<file path="src/rtl/antic_defines.svh">
`ifndef ANTIC_DEFINES_SVH
`define ANTIC_DEFINES_SVH

// Memory bus widths

// Display list pointer and screen address width
`define ADDR_W 16

// One RAM word, one display list byte
`define DATA_W 8

// Full 64K address space
`define RAM_DEPTH 65536

`endif

</file>
<file path="src/rtl/antic_pkg.sv">
package antic_pkg;

    // Blank line view, mode field reads zero
    typedef struct packed {
        logic       dli;      // Interrupt on last line
        logic [2:0] count;    // Blank lines minus one
        logic [3:0] mode;
    } dl_blank_t;

    // Mode line and jump view
    typedef struct packed {
        logic       dli;
        logic       lms;      // LMS, or JVB when mode is jump
        logic       vscroll;  // Decoded, not used
        logic       hscroll;  // Decoded, not used
        logic [3:0] mode;
    } dl_mode_t;

    // One display list byte, two decodings
    typedef union packed {
        dl_blank_t blank_s;
        dl_mode_t  mode_s;
    } dl_instr_u;

    localparam logic [3:0] OP_BLANK = 4'h0;
    localparam logic [3:0] OP_JUMP  = 4'h1;

    // Scanlines per mode line
    function automatic logic [4:0] mode_rows(input logic [3:0] mode);
        case (mode)
            4'h2, 4'h4, 4'h6, 4'h8: mode_rows = 5'd8;
            4'h3:                   mode_rows = 5'd10;
            4'h5, 4'h7:             mode_rows = 5'd16;
            4'h9, 4'hA:             mode_rows = 5'd4;
            4'hB, 4'hD:             mode_rows = 5'd2;
            default:                mode_rows = 5'd1;  // C, E, F
        endcase
    endfunction

    // Screen bytes per mode line
    function automatic logic [5:0] mode_bytes(input logic [3:0] mode);
        case (mode)
            4'h2, 4'h3, 4'h4, 4'h5, 4'hD, 4'hE, 4'hF: mode_bytes = 6'd40;
            4'h6, 4'h7, 4'hA, 4'hB, 4'hC:             mode_bytes = 6'd20;
            4'h8, 4'h9:                               mode_bytes = 6'd10;
            default:                                  mode_bytes = 6'd0;
        endcase
    endfunction

endpackage

</file>
<file path="src/rtl/antic_if.sv">
`timescale 1ns/1ns
`include "antic_defines.svh"


// Decoded instruction handed to the scanline sequencer
interface dl_instr_if;
    logic                  instr_valid;  // Held until taken
    antic_pkg::dl_instr_u  instr;
    logic [`ADDR_W-1:0]    lms_addr;     // Valid with LMS only
    logic                  busy;         // Sequencer still emitting lines

    modport src (
        output instr_valid, instr, lms_addr,
        input  busy
    );

    modport snk (
        input  instr_valid, instr, lms_addr,
        output busy
    );
endinterface

</file>
<file path="src/rtl/line_sequencer.sv">
`timescale 1ns/1ns
`include "antic_defines.svh"

module line_sequencer (
    input  logic               clock,
    input  logic               rst,
    input  logic               scan_tick,
    dl_instr_if.snk            snk,
    output logic               line_strobe,
    output logic [3:0]         line_mode,
    output logic [`ADDR_W-1:0] line_addr,
    output logic [3:0]         line_row,
    output logic               line_dli,
    output logic               frame_done
);

    antic_pkg::dl_instr_u cur;        // Instruction being emitted
    logic                 busy_q;
    logic [4:0]           rows_left;  // Scanlines still to emit
    logic [3:0]           row;
    logic [`ADDR_W-1:0]   scr_addr;   // Screen memory scan counter
    logic                 accept;
    logic                 last_line;
    logic                 is_blank;
    logic                 new_blank;
    logic                 new_jump;

    assign snk.busy  = busy_q;
    assign accept    = snk.instr_valid && !busy_q;
    assign last_line = rows_left == 5'd1;
    assign is_blank  = cur.mode_s.mode == antic_pkg::OP_BLANK;
    assign new_blank = snk.instr.mode_s.mode == antic_pkg::OP_BLANK;
    assign new_jump  = snk.instr.mode_s.mode == antic_pkg::OP_JUMP;  // Only JVB arrives here

    always_ff @(posedge clock) begin
        if (rst) begin
            busy_q      <= 1'b0;
            rows_left   <= '0;
            row         <= '0;
            scr_addr    <= '0;
            line_strobe <= 1'b0;
            frame_done  <= 1'b0;
        end else begin
            line_strobe <= 1'b0;
            frame_done  <= 1'b0;
            if (accept) begin
                row <= '0;
                if (new_jump) begin
                    frame_done <= 1'b1;  // End of frame, no lines
                end else begin
                    busy_q <= 1'b1;
                    if (new_blank)
                        rows_left <= 5'(snk.instr.blank_s.count) + 5'd1;
                    else
                        rows_left <= antic_pkg::mode_rows(snk.instr.mode_s.mode);
                    if (!new_blank && snk.instr.mode_s.lms)
                        scr_addr <= snk.lms_addr;  // LMS reload
                end
            end else if (busy_q && scan_tick) begin
                line_strobe <= 1'b1;
                row         <= row + 1'b1;
                rows_left   <= rows_left - 1'b1;
                if (last_line) begin
                    busy_q <= 1'b0;
                    if (!is_blank)  // Next mode line starts after this one's bytes
                        scr_addr <= scr_addr + `ADDR_W'(antic_pkg::mode_bytes(cur.mode_s.mode));
                end
            end
        end
    end

    // Latched instruction and line record
    always_ff @(posedge clock) begin
        if (accept)
            cur <= snk.instr;
        if (!accept && busy_q && scan_tick) begin
            line_mode <= cur.mode_s.mode;  // Zero for blank lines
            line_addr <= scr_addr;
            line_row  <= row;
            line_dli  <= cur.mode_s.dli && last_line;  // DLI on last scanline only
        end
    end

endmodule

</file>
<file path="src/flat_wrapper.sv">
// flat-port wrapper written by rule: the top's interface ports become plain ports
module line_sequencer_flat 
  (clock, rst, scan_tick, line_strobe, line_mode, line_addr, line_row, line_dli, frame_done, snk_instr_valid, snk_instr, snk_lms_addr, snk_busy);
  dl_instr_if snk_i ();
  input  logic clock;
  input  logic rst;
  input  logic scan_tick;
  output logic line_strobe;
  output logic [3:0] line_mode;
  output logic [`ADDR_W-1:0] line_addr;
  output logic [3:0] line_row;
  output logic line_dli;
  output logic frame_done;
  input wire logic [$bits(snk_i.instr_valid)-1:0] snk_instr_valid;
  input wire logic [$bits(snk_i.instr)-1:0] snk_instr;
  input wire logic [$bits(snk_i.lms_addr)-1:0] snk_lms_addr;
  output wire logic [$bits(snk_i.busy)-1:0] snk_busy;
  assign snk_i.instr_valid = snk_instr_valid;
  assign snk_i.instr = snk_instr;
  assign snk_i.lms_addr = snk_lms_addr;
  assign snk_busy = snk_i.busy;
  line_sequencer u_core (.clock(clock), .rst(rst), .scan_tick(scan_tick), .snk(snk_i), .line_strobe(line_strobe), .line_mode(line_mode), .line_addr(line_addr), .line_row(line_row), .line_dli(line_dli), .frame_done(frame_done));
endmodule
</file>
<file path="config.mk">
export PLATFORM = sky130hd
export DESIGN_NAME = line_sequencer_flat
export DESIGN_NICKNAME = d
export VERILOG_FILES = /design/src/rtl/antic_pkg.sv /design/src/rtl/antic_if.sv /design/src/rtl/line_sequencer.sv /design/src/flat_wrapper.sv
export VERILOG_INCLUDE_DIRS = /design/src /design/src/rtl
export SDC_FILE = /design/constraint.sdc
export NUM_CORES = 1
export LEC_CHECK = 0
export BUFFER_PORTS_ARGS = -buffer_cell sky130_fd_sc_hd__buf_4
export CAP_MARGIN = 20
export CORE_UTILIZATION = 60
export DETAILED_ROUTE_END_ITERATION = 7
export PLACE_DENSITY = 0.85
export REMOVE_ABC_BUFFERS = 1
export SYNTH_ARGS = -nofsm -noshare
export SYNTH_HDL_FRONTEND = slang
export SYNTH_SLANG_ARGS = --single-unit
</file>
<file path="constraint.sdc">
create_clock -name clock -period 6.7 [get_ports clock]
set_input_delay 1.34 -clock clock [delete_from_list [all_inputs] [get_ports clock]]
set_output_delay 1.34 -clock clock [all_outputs]
set_load 0.03 [all_outputs]
</file>
* Word level (Yosys, flattened, before mapping) *
Memories as Yosys holds them, arrays and structs flattened. A register that Yosys moved wholly into a read port is not among the register bits.
Index checks and enable logic that the tools add are counted.

storage, ports and cells
  register bits after elaboration = 61
  memory bits (read-only) = 160
  input bits = 28
  logic and storage cells = 63
  memories kept = 2

cells by class
  add/subtract/negate cells = 4
  eq/ne operators = 5
  mux-type cells = 22
  bitwise logic cells = 1
  reductions and logical operators = 18

memory list
  name             depth  width  read ports  clocked after memory_dff  wr ports  line             RTL
  (no name shown)  16     5      1           0                         0         antic_pkg.sv:30  case (mode)
  (no name shown)  16     5      1           1                         0         antic_pkg.sv:42  case (mode)

operators with widths
  cell                 number
  $mux 16              6
  $mux 6               5
  $mux 5               4
  $add 16x6->16        1
  $logic_not 4->1      2
  $logic_and 1x1->1    6
  $mux 1               6
  $eq 5x1->1 const B   1
  $reduce_and 5->1     1
  $sub 5x1->5 const B  1
  $add 3x1->4 const B  1
  $add 4x1->4 const B  1
  $eq 4x1->1 const B   1
  $mux 4               1
  $ne 2x2->1 const B   2
  $reduce_bool 2->1    2
  $reduce_or 2->1      2
  $logic_not 1->1      3
  $reduce_and 3->1     1
  $ne 2x1->1 const B   1
  $reduce_and 2->1     1
  $not 1->1            1

* Longest topological paths before layout *
Gate-level depths: netlist of run 1.

  word-level depth = 11
  gate-level depth with buffers = 9

* Least setup slack after synthesis of run 1 *
No wires, ideal clock.

  path kind = input to register
  start = input scan_tick
  end = register u_core.scr_addr[8]
  data arrival time = 3.063 ns
  data required time = 6.608 ns
  slack = 3.545 ns
  stages = 7
  buffers on the path = 1
  cells stage by stage = nand2_1 -> clkinv_1 -> a22oi_4 -> or2_4 -> buf_6 -> nor3_2 -> nor4_1

between the ends
  word-level cells in the longest chain between the ends = 3

RTL lines
  element                             line                  RTL
  start: declaration                  flat_wrapper.sv:7     input logic scan_tick;
  $logic_and 1x1->1                   line_sequencer.sv:59  end else if (busy_q && scan_tick) begin
  $reduce_bool 2->1 (no source line)  n/a
  $reduce_and 5->1 (no source line)   n/a
  end signal: assignment              line_sequencer.sv:57  scr_addr <= snk.lms_addr;
  end signal: assignment              line_sequencer.sv:66  scr_addr <= scr_addr + `ADDR_W'(antic_pkg::mode_bytes(cur.mode_s.mode));
  end: declaration                    line_sequencer.sv:21  logic [`ADDR_W-1:0] scr_addr;

No other way between the ends.
A chain may end at the register's enable or synchronous reset.

* Final worst setup path of run 1 *
  start = input snk_instr_valid
  end = register u_core.scr_addr[5]

between the ends
  word-level cells in the longest chain between the ends = 3
  elaborated cells between the ends (all ways) = 8

RTL lines
  element                                              line                  RTL
  start: declaration                                   flat_wrapper.sv:14    input wire logic [$bits(snk_i.instr_valid)-1:0] snk_instr_valid;
  $logic_and 1x1->1 (*)                                line_sequencer.sv:29  assign accept = snk.instr_valid && !busy_q;
  $ne 2x1->1 (no source line) (tied with other cells)  n/a
  $reduce_and 5->1 (no source line)                    n/a

Mark *: on every way between the ends. The rest lies on a longest branch, timed or not.

==> results of run 1 <==
[synth_stat cells, types with 2 or more instances]
library cell,n
a211oi_1,9
a21o_1,3
a21oi_1,14
a221oi_1,2
a22oi_1,2
a311oi_1,3
a31o_2,2
and3_1,3
and4_1,2
buf_2,3
buf_6,3
clkbuf_1,4
clkbuf_8,4
dfxtp_1,32
edfxtp_1,30
ha_1,13
inv_1,15
mux2_2,2
mux2i_1,4
nand2_1,19
nand2b_1,2
nand3_1,6
nand3b_1,2
nand4_1,3
nor2_1,20
nor2b_1,4
nor3_1,19
nor4_1,4
o211ai_1,3
o21ai_0,9
o22ai_1,3
o2bb2ai_1,3
o31a_1,4
o32ai_1,4
xor2_1,3
[logic make-up (layout without fill, tap and decap cells)]
logic type / count (synthesis) / in the layout / synth area share, %
simple gates: 93 / 93 / 15.8
compound gates: 77 / 77 / 18.4
mux: 6 / 6 / 2.03
flops: 62 / 62 / 50.0
xor+xnor: 4 / 4 / 1.14
fa+ha+maj: 14 / 14 / 5.93
buf+inv: 33 / 90 / 6.74
[state kept, by name (all words and copies together) (netlist names), named ones only]
name                count
u_core.snk.busy         1
u_core.line_row         4
u_core.line_addr       16
u_core.line_dli         1
u_core.row              4
u_core.scr_addr        16
u_core.line_mode        4
u_core.line_strobe      1
u_core.rows_left        5
u_core.frame_done       1
u_core.cur              5
[metal layers]
| metal | wire (µm) | vias to the layer above |
|---|---|---|
| met2 | 3230 | 80 |
| met5 | 0 | - |
| li1 | - | 1195 |
| met4 | 160 | 0 |
| met3 | 329 | 15 |
| met1 | 2800 | 1157 |
[worst paths after layout]
path | from | to | slack [ns] | cells past startpoint
max | snk_instr_valid | u_core.scr_addr[5] | 3.78 | 8
min | u_core.scr_addr[0] | u_core.line_addr[0] | 0.44 | 0
max reg2reg | u_core.scr_addr[1] | u_core.scr_addr[9] | 4.25 | 8
min reg2reg | u_core.scr_addr[0] | u_core.line_addr[0] | 0.44 | 0
[worst max-delay path: stages]
cell and delay [ns]:
buf_4 0.11, nand2b_1 0.06, buf_4 0.31, inv_6 0.22
o22a_2 0.32, or2_4 0.36, a211oi_1 0.32, nor3_1 0.10
[layout make-up]
class,count,area share (%)
Clock buffer,14,5.30
Multi-Input combinational cell,194,36.4
Inverter,17,1.88
Clock inverter,2,0.342
Sequential cell,62,42.1
Tap cell,67,2.29
Timing Repair Buffer,57,11.7
[through the flow]
stage	utilization (%)	cell area [µm²]	hold slack, ns
3_3_place_gp	71.3	3460	0.415
2_1_floorplan	-	2940	0.402
6_report	75.5	3660	0.440
4_1_cts	75.5	3660	0.444
5_1_grt	75.5	3660	0.458
3_5_place_dp	71.3	3460	0.429
[where the power goes]
part | internal (W) | switching [W] | total [W]
Sequential | 0.000424 | 0.0000174 | 0.000441
Clock | 0.000187 | 0.000142 | 0.000328
Combinational | 0.0000692 | 0.000102 | 0.000172
Total | 0.000680 | 0.000262 | 0.000941
==> results.txt, run 1 <==
vias in the first global route: 2300
max_cap viols: 0
post-route ant nets: 0
Pwr Total: 0.000941 W
number of synthesized flops with an enable pin: 30
Setup violations, final: 0
# clock sinks: 62
DRC errors left: 0
Final HPWL DP: 4250 µm
synth top area cells: edfxtp_1, dfxtp_1, ha_1, nor3_1, nor2_1
Die Span X: 73.7 µm
CP Launch Type: input pin
GRT overflow: 0
CTS root buf: clkbuf_8
RSZ-0062 raised after global routing: no
Place WS: 3.46 ns
Clk Latency, worst-skew pair: 0.34 ns
pwr/cell area: 257 nW/µm²
Syn Area/Cell: 10.7 µm²
post-synth top area cell: edfxtp_1
Seq/Total Area, Yosys: 50.0%
M3 GR Usage: 6.31%
Port Buf Inserts: 55
most common cell after layout, fill and taps aside: buf_4
DR vias: 2447
Data required, critical path: 6.92 ns
CP endpoint kind: flop
Initial Util: 63.6%
Max Freq: 0.342 GHz
Slew @ Worst Pin: 0.594 ns
1st-iter DRT viols: 287
library cells used by synthesis: 66
worst-path fanout max: 47
Pleak: 1.42 nW
period utilization: 43.6%
share of layout cells above drive strength 1: 25.1%
Final Hold Fails: 0
Post-CTS Setup Bufs: 0
CTS H-tree depth: 3
global route hottest layer: met2
Tmin final: 2.92 ns
CTS tree: yes
antenna violations before repair: 0
GPL Wtd Cong: 0.875
worst slew margin relative to its limit: 60.0%
Final Net Count: 383
TritonRoute pass-1 iters: 4
largest net degree at the start of global routing: 48
Area Overhead vs Synth: 18.8%
cts hold-fix bufs: 0
Worst Path Arrival: 3.14 ns
top-area cell type share of the netlist area: 29.2%
number of synthesized register bits: 62
die footprint: 5430 µm²
TNS Setup: 0 ns
Setup Skew: 0.00682 ns
Main synth FF type: dfxtp_1
peak supply drop: 0.156 mV
first-pass GRT wire length: 10400 µm
area of the multi-input gates: 1330 µm²
clk buf depth: 2
placed instance count: 397
Min-Delay Path Class: reg2reg
Filler Cells Inserted: 333
io pins: 56
asr flop ratio synth: 0%
GRT Total Usage: 25.7%
die height: 73.7 µm
Vias/cell: 5.92
mapped cell area: 3080 µm²
M1 GR Usage: 31.8%
Synth Instances: 289
Layout Cells excl Fill: 413
CTS buffer count: 9
antenna cell count: 0
CTS-repair resized insts: 0
Slew Limit Fails: 0
core box area: 4850 µm²
Routed WL: 6520 µm
DR WL/cell: 15.8 µm
Register Area: 1540 µm²
critical path class: in2reg
Warnings, synthesis: 0
most frequent cells in the layout: buf_4, dfxtp_1, edfxtp_1, nor2_1
# rows: 25
M2 GR Usage: 42.4%
outcome: complete, no violations
setup ws final: 3.78 ns
Worst-path clk slew: 0.06 ns
(Power assumes the default switching activity.)
==> inputs of run 2 (changes only) <==
- ABC_AREA: default -> 1
- CORE_UTILIZATION: 60 -> 51
- PLACE_DENSITY: 0.85 -> 0.76
- clock period: 6.7 -> 2.4 ns (I/O delays scaled with it)
==> results.txt, run 2 <==
GRT Total Usage: 23.4% (was 25.7%)
core box area: 6100 µm² (was 4850 µm²)
Synth Area in Compound Gates: 11.5% (was 18.4%)
Seq pwr share: 46.8% (was 46.9%)
Die Span X: 82.5 µm (was 73.7 µm)
Area Overhead vs Synth: 20.1% (was 18.8%)
most frequent cells in the layout: nand2_1, buf_4, nor2_1, inv_1, nand3_1 (was buf_4, dfxtp_1, edfxtp_1, nor2_1)
first-pass GRT wire length: 11800 µm (was 10400 µm)
Post-CTS Setup Bufs: 0 (unchanged)
Routed WL: 7240 µm (was 6520 µm)
Vias/cell: 5.26 (was 5.92)
GPL Wtd Cong: 0.887 (was 0.875)
Synth Instances: 415 (was 289)
Final Net Count: 517 (was 383)
Worst-path clk slew: 0.07 ns (was 0.06 ns)
peak supply drop: 0.465 mV (was 0.156 mV)
number of synthesized register bits: 62 (unchanged)
most common cell after layout, fill and taps aside: nand2_1 (was buf_4)
mux contribution to synthesized area: 0% (was 2.03%)
Syn Area/Cell: 7.96 µm² (was 10.7 µm²)
TritonRoute pass-1 iters: 4 (unchanged)
CP endpoint kind: flop (unchanged)
Final Hold Fails: 0 (unchanged)
pwr/cell area: 679 nW/µm² (was 257 nW/µm²)
top flop regs: u_core.line_addr (16), u_core.scr_addr (16) (unchanged)
commonest cells in the netlist: nand2_1, nor2_1, inv_1, nand3_1, dfxtp_1 (was dfxtp_1, edfxtp_1, nor2_1, nand2_1, nor3_1)
top-area cell type share of the netlist area: 27.3% (was 29.2%)
combinational power share: 21.3% (was 18.2%)
largest net degree at the start of global routing: 28 (was 48)
asr flop ratio synth: 0% (unchanged)
top-count cell post-synth: nand2_1 (was dfxtp_1)
DP Area: 3780 µm² (was 3460 µm²)
worst slew margin relative to its limit: 66.7% (was 60.0%)
post-route ant nets: 0 (unchanged)
Clk Latency, worst-skew pair: 0.35 ns (was 0.34 ns)
share of layout cells above drive strength 1: 19.6% (was 25.1%)
DR vias: 2917 (was 2447)
Post-Synth Simple-Gate Area: 27.8% (was 15.8%)
sw frac: 30.1% (was 27.8%)
Final HPWL DP: 5250 µm (was 4250 µm)
die footprint: 6800 µm² (was 5430 µm²)
Psw: 0.000809 W (was 0.000262 W)
Max Freq: 0.526 GHz
setup ws final: 0.499 ns (was 3.78 ns)
Min-Delay Path Class: in2reg (was reg2reg)
synth top area cells: edfxtp_1, dfxtp_1, nand2_1, nor2_1, inv_1 (was edfxtp_1, dfxtp_1, ha_1, nor3_1, nor2_1)
Critical R2R Capture: u_core.scr_addr[13] (was u_core.scr_addr[9])
largest family of logic cells by synthesized area: simple AND/OR/NAND/NOR gates (was compound AO/OA/AOI/OAI gates)
DRC errors left: 0 (unchanged)
cts hold-fix bufs: 0 (unchanged)
CTS root buf: clkbuf_8 (unchanged)
critical path class: reg2reg (was in2reg)
design area: 3970 µm² (was 3660 µm²)
# rows: 28 (was 25)
Worst Path Arrival: 2.13 ns (was 3.14 ns)
CTS-repair resized insts: 0 (unchanged)
clk buf depth: 2 (unchanged)
mapped cell area: 3300 µm² (was 3080 µm²)
RSZ-0062 raised after global routing: no (unchanged)
vias in the first global route: 2670 (was 2300)
number of synthesized flops with an enable pin: 30 (unchanged)
antenna cell count: 0 (unchanged)
post-synth top area cell: edfxtp_1 (unchanged)
Setup violations, final: 0 (unchanged)
Slew Limit Fails: 0 (unchanged)
Place WS: 0.376 ns (was 3.46 ns)
Clk pwr share: 31.9% (was 34.9%)
TNS Setup: 0 ns (unchanged)
# clock sinks: 62 (unchanged)
period utilization: 79.2%
Slew @ Worst Pin: 0.499 ns (was 0.594 ns)
Data required, critical path: 2.63 ns (was 6.92 ns)
WHS Path Cells: 1 (was 0)
worst-path fanout max: 4 (was 47)
Seq/Total Area, Yosys: 46.7% (was 50.0%)
worst reg2reg setup slack: 0.50 ns (was 4.25 ns)
library cells used by synthesis: 37 (was 66)
CTS H-tree depth: 3 (unchanged)
Initial Util: 54.2% (was 63.6%)
Hold Crit Endpoint: u_core.cur[7] (was u_core.line_addr[0])
Warnings, synthesis: 0 (unchanged)
outcome: complete, no violations (unchanged)
Filler Cells Inserted: 537 (was 333)
DR WL/cell: 13.1 µm (was 15.8 µm)
antenna violations before repair: 0 (unchanged)
area of the multi-input gates: 1510 µm² (was 1330 µm²)
CP Launch Type: flop (was input pin)
CTS tree: yes (unchanged)
Post-Synth XOR/XNOR Area: 0.796% (was 1.14%)
io pins: 56 (unchanged)
cell-internal power: 0.00188 W (was 0.000680 W)
Port Buf Inserts: 55 (unchanged)
path depth of the worst reg2reg path: 11 (was 8)
Worst Hold Launch: snk_instr[7] (was u_core.scr_addr[0])
Register Area: 1540 µm² (unchanged)
Setup Skew: 0.00677 ns (was 0.00682 ns)
FF-to-FF Start: u_core.scr_addr[1] (unchanged)
CTS buffer count: 9 (unchanged)
die height: 82.5 µm (was 73.7 µm)
1st-iter DRT viols: 140 (was 287)
adder-cell area share of the yosys netlist: 5.53% (was 5.93%)
max_cap viols: 0 (unchanged)
GRT overflow: 0 (unchanged)
Main synth FF type: dfxtp_1 (unchanged)
Tmin final: 1.90 ns
Pleak: 1.81 nW (was 1.42 nW)
## run 2: changes by cell type after synthesis, sizes merged, moves of 6 or more
cell	before	now
a21oi	15	23
nand3	6	34
inv	16	52
o21ai	10	29
nor3	20	3
nor2	21	57
a211oi	9	0
clkbuf	8	2
nand2	19	107
## run 2: layer usage
| metal | wire (µm) | vias up | GRT usage [%] |
|---|---|---|---|
| li1 | - | 1477 | - |
| met1 | 3060 | 1338 | 27.5 |
| met2 | 3640 | 88 | 40.8 |
| met3 | 423 | 14 | 5.49 |
| met4 | 116 | 0 | 9.30 |
| met5 | 0 | - | 0 |
## run 2: cell type report
type / instances / area share, %
clock buffers: 11 / 3.31
multi-input cells: 292 / 38.0
repair buffers: 58 / 11.3
flip-flops and latches: 62 / 38.9
well taps: 75 / 2.37
inverters: 52 / 4.92
clock inverters: 5 / 1.26
## run 2: power by group through the flow
| stage | sequential [W] | combinational, W | clock [W] |
|---|---|---|---|
| 2_1_floorplan | 0.00130 | 0.000363 | 0 |
| 3_3_place_gp | 0.00128 | 0.000557 | 0 |
| 4_1_cts | 0.00126 | 0.000574 | 0.000869 |
| 3_5_place_dp | 0.00128 | 0.000570 | 0 |
| 6_report | 0.00126 | 0.000574 | 0.000859 |
| 5_1_grt | 0.00127 | 0.000648 | 0.000915 |
## run 2: through the flow
stage          total power (W)  std cells  util [%]  hold slack, ns
4_1_cts                0.00270        555      65.0           0.298
6_report               0.00269        555      65.0           0.305
2_1_floorplan          0.00166        406         -           0.409
5_1_grt                0.00283        555      65.0           0.302
3_5_place_dp           0.00185        539      62.1           0.453
3_3_place_gp           0.00184        539      62.1           0.442
## run 2: logic make-up after synthesis
family | count (synthesis)
buffers and inverters | 61
AND/OR/NAND/NOR | 210
XOR/XNOR | 3
adder cells (fa/ha/maj) | 14
AO/OA/AOI/OAI | 65
flip-flops | 62
## run 2: worst max-delay path, stage by stage, from the launching register on
cell     delay [ns]
dfxtp_1        0.36
ha_1           0.22
inv_1          0.07
fa_1           0.38
inv_1          0.11
nand2_1        0.09
a21oi_1        0.21
nand2_1        0.09
nand3_1        0.07
nand3_1        0.07
nand2_1        0.07
a21oi_2        0.05
## run 2: worst max path at each step
stage,from,end,slack [ns],cells after the start
after floorplan,u_core.snk.busy,u_core.row[2],0.40,5
after global placement,snk_instr[1],u_core.scr_addr[5],0.46,10
after detailed placement,snk_instr[1],u_core.scr_addr[5],0.38,10
after CTS,u_core.scr_addr[1],u_core.scr_addr[13],0.51,11
after global routing,u_core.scr_addr[1],u_core.scr_addr[5],0.26,10
final,u_core.scr_addr[1],u_core.scr_addr[13],0.50,11
==> inputs of run 3 (changes only) <==
- clock period: 2.4 -> 1.6 ns (I/O delays scaled with it)
==> results.txt, run 3 (synthesized netlist as in run 2, its figures left out) <==
die height: 82.5 µm (unchanged)
Initial Util: 54.2% (unchanged)
io pins: 56 (unchanged)
M1 GR Usage: 28.3% (was 27.5%)
CTS root buf: clkbuf_8 (unchanged)
Setup violations, final: 3 (was 0)
Clk Latency, worst-skew pair: 0.34 ns (was 0.35 ns)
outcome: complete, but fails checks (was complete, no violations)
# rows: 28 (unchanged)
Place WS: -0.188 ns (was 0.376 ns)
Worst Path Arrival: 1.90 ns (was 2.13 ns)
Area Overhead vs Synth: 29.2% (was 20.1%)
worst slew margin relative to its limit: 69.7% (was 66.7%)
Vias/cell: 5.27 (was 5.26)
most frequent cells in the layout: nand2_1, buf_4, nor2_1, inv_1 (was nand2_1, buf_4, nor2_1, inv_1, nand3_1)
vias in the first global route: 2829 (was 2670)
top flop regs: u_core.line_addr (16), u_core.scr_addr (16) (unchanged)
placed instance count: 562 (was 539)
CP endpoint kind: flop (unchanged)
Register Area: 1550 µm² (was 1540 µm²)
Hold Crit Endpoint: u_core.cur[7] (unchanged)
period utilization: 104% (was 79.2%)
failing checks: negative setup slack
M3 GR Usage: 5.82% (was 5.49%)
clk buf depth: 2 (unchanged)
max_cap viols: 0 (unchanged)
RSZ-0062 raised after global routing: yes (was no)
global route hottest layer: met2 (unchanged)
CP top delay family: adder cells (unchanged)
Setup Skew: 0.00547 ns (was 0.00677 ns)
Final HPWL DP: 5520 µm (was 5250 µm)
most common cell after layout, fill and taps aside: nand2_1 (unchanged)
path depth of the worst reg2reg path: 11 (unchanged)
Max Freq: 0.602 GHz (was 0.526 GHz)
M2 GR Usage: 40.6% (was 40.8%)
Critical R2R Capture: u_core.scr_addr[13] (unchanged)
CTS buffer count: 9 (unchanged)
largest net degree at the start of global routing: 18 (was 28)
Pleak: 1.93 nW (was 1.81 nW)
first-pass GRT wire length: 12200 µm (was 11800 µm)
antenna cell count: 0 (unchanged)
GPL Wtd Cong: 0.891 (was 0.887)
Slew @ Worst Pin: 0.454 ns (was 0.499 ns)
post-route ant nets: 0 (unchanged)
DR vias: 3054 (was 2917)
antenna violations before repair: 0 (unchanged)
worst-path fanout max: 3 (was 4)
Layout Cells excl Fill: 579 (was 555)
Final Net Count: 542 (was 517)
Filler Cells Inserted: 489 (was 537)
peak supply drop: 0.610 mV (was 0.465 mV)
setup ws final: -0.0618 ns (was 0.499 ns)
Data required, critical path: 1.83 ns (was 2.63 ns)
WHS Path Cells: 1 (unchanged)
Final Hold Fails: 0 (unchanged)
Tmin final: 1.66 ns (was 1.90 ns)
Slew Limit Fails: 0 (unchanged)
Port Buf Inserts: 55 (unchanged)
CTS tree: yes (unchanged)
DR WL/cell: 13.4 µm (was 13.1 µm)
worst reg2reg setup slack: -0.06 ns (was 0.50 ns)
critical path class: reg2reg (unchanged)
slowest cell delay on critical path: 0.34 ns (was 0.38 ns)
die footprint: 6800 µm² (unchanged)
Die Span X: 82.5 µm (unchanged)
share of layout cells above drive strength 1: 28.6% (was 19.6%)
CP Cell Sequence: ha_4 -> inv_2 -> fa_2 -> inv_2 -> nand2_2 -> a21oi_4 -> nand2_1 -> nand3_1 -> nand3_1 -> nand2_1 -> a21oi_2 (was ha_1 -> inv_1 -> fa_1 -> inv_1 -> nand2_1 -> a21oi_1 -> nand2_1 -> nand3_1 -> nand3_1 -> nand2_1 -> a21oi_2)
DRC errors left: 0 (unchanged)
GRT Total Usage: 24.1% (was 23.4%)
GRT overflow: 0 (unchanged)
CP Launch Type: flop (unchanged)
1st-iter DRT viols: 272 (was 140)
Buf/Inv on CP: 2 (unchanged)
Worst path depth: 11 (unchanged)
CTS H-tree depth: 3 (unchanged)
# clock sinks: 62 (unchanged)
TritonRoute pass-1 iters: 5 (was 4)
Worst Hold Launch: snk_instr[7] (unchanged)
TNS Setup: -0.136 ns (was 0 ns)
core box area: 6100 µm² (unchanged)
pwr/cell area: 956 nW/µm² (was 679 nW/µm²)
Worst-path clk slew: 0.06 ns (was 0.07 ns)
area of the multi-input gates: 1630 µm² (was 1510 µm²)
slowest cell on the critical path: dfxtp_2 (was fa_1)
Routed WL: 7740 µm (was 7240 µm)
Min-Delay Path Class: in2reg (unchanged)
[run 3: what timing repair did]
| action | CTS | global route |
|---|---|---|
| endpoints found under the setup margin | 12 | 13 |
| gates resized for setup | 13 | 21 |
| pin swaps | 4 | 4 |
| hold buffers | 0 | 0 |
| setup buffers | 2 | 0 |
[run 3: how the worst max path moves through the flow]
stage / startpoint / end / slack, ns
floorplan: u_core.snk.busy / u_core.row[2] / -0.40
global placement: u_core.scr_addr[1] / u_core.scr_addr[5] / -0.14
detailed placement: u_core.scr_addr[1] / u_core.scr_addr[13] / -0.19
CTS: flop / u_core.scr_addr[5] / -0.03
global route: flop / u_core.scr_addr[13] / -0.19
finish: flop / u_core.scr_addr[13] / -0.06
[run 3: final cells by class]
| cell class | count | area share, % |
|---|---|---|
| Clock buffer | 11 | 3.08 |
| Clock inverter | 4 | 0.381 |
| Inverter | 52 | 4.58 |
| Multi-Input combinational cell | 292 | 38.3 |
| Sequential cell | 62 | 36.3 |
| Tap cell | 75 | 2.20 |
| Timing Repair Buffer | 83 | 15.2 |
[run 3: routing by layer]
| metal | up-vias | wire length [µm] |
|---|---|---|
| met1 | 1405 | 3380 |
| met3 | 23 | 364 |
| met4 | 0 | 242 |
| li1 | 1531 | - |
| met2 | 95 | 3750 |
| met5 | - | 0 |
[run 3: stage by stage]
step / hold WS (ns) / utilization (%) / power [W] / instance area [µm²]
after global routing: 0.141 / 70.0 / 0.00430 / 4270
after global placement: 0.440 / 65.1 / 0.00284 / 3970
after floorplan: 0.382 / - / 0.00250 / 3240
final: 0.155 / 70.0 / 0.00408 / 4270
after CTS: 0.142 / 68.4 / 0.00399 / 4170
after detailed placement: 0.454 / 65.1 / 0.00286 / 3970
[run 3: power breakdown]
part	internal (W)	switching, W	total (W)	leakage [nW]
clock	0.000535	0.000570	0.00111	0.0757
combinational	0.000459	0.000604	0.00106	1.30
sequential	0.00180	0.000110	0.00191	0.550
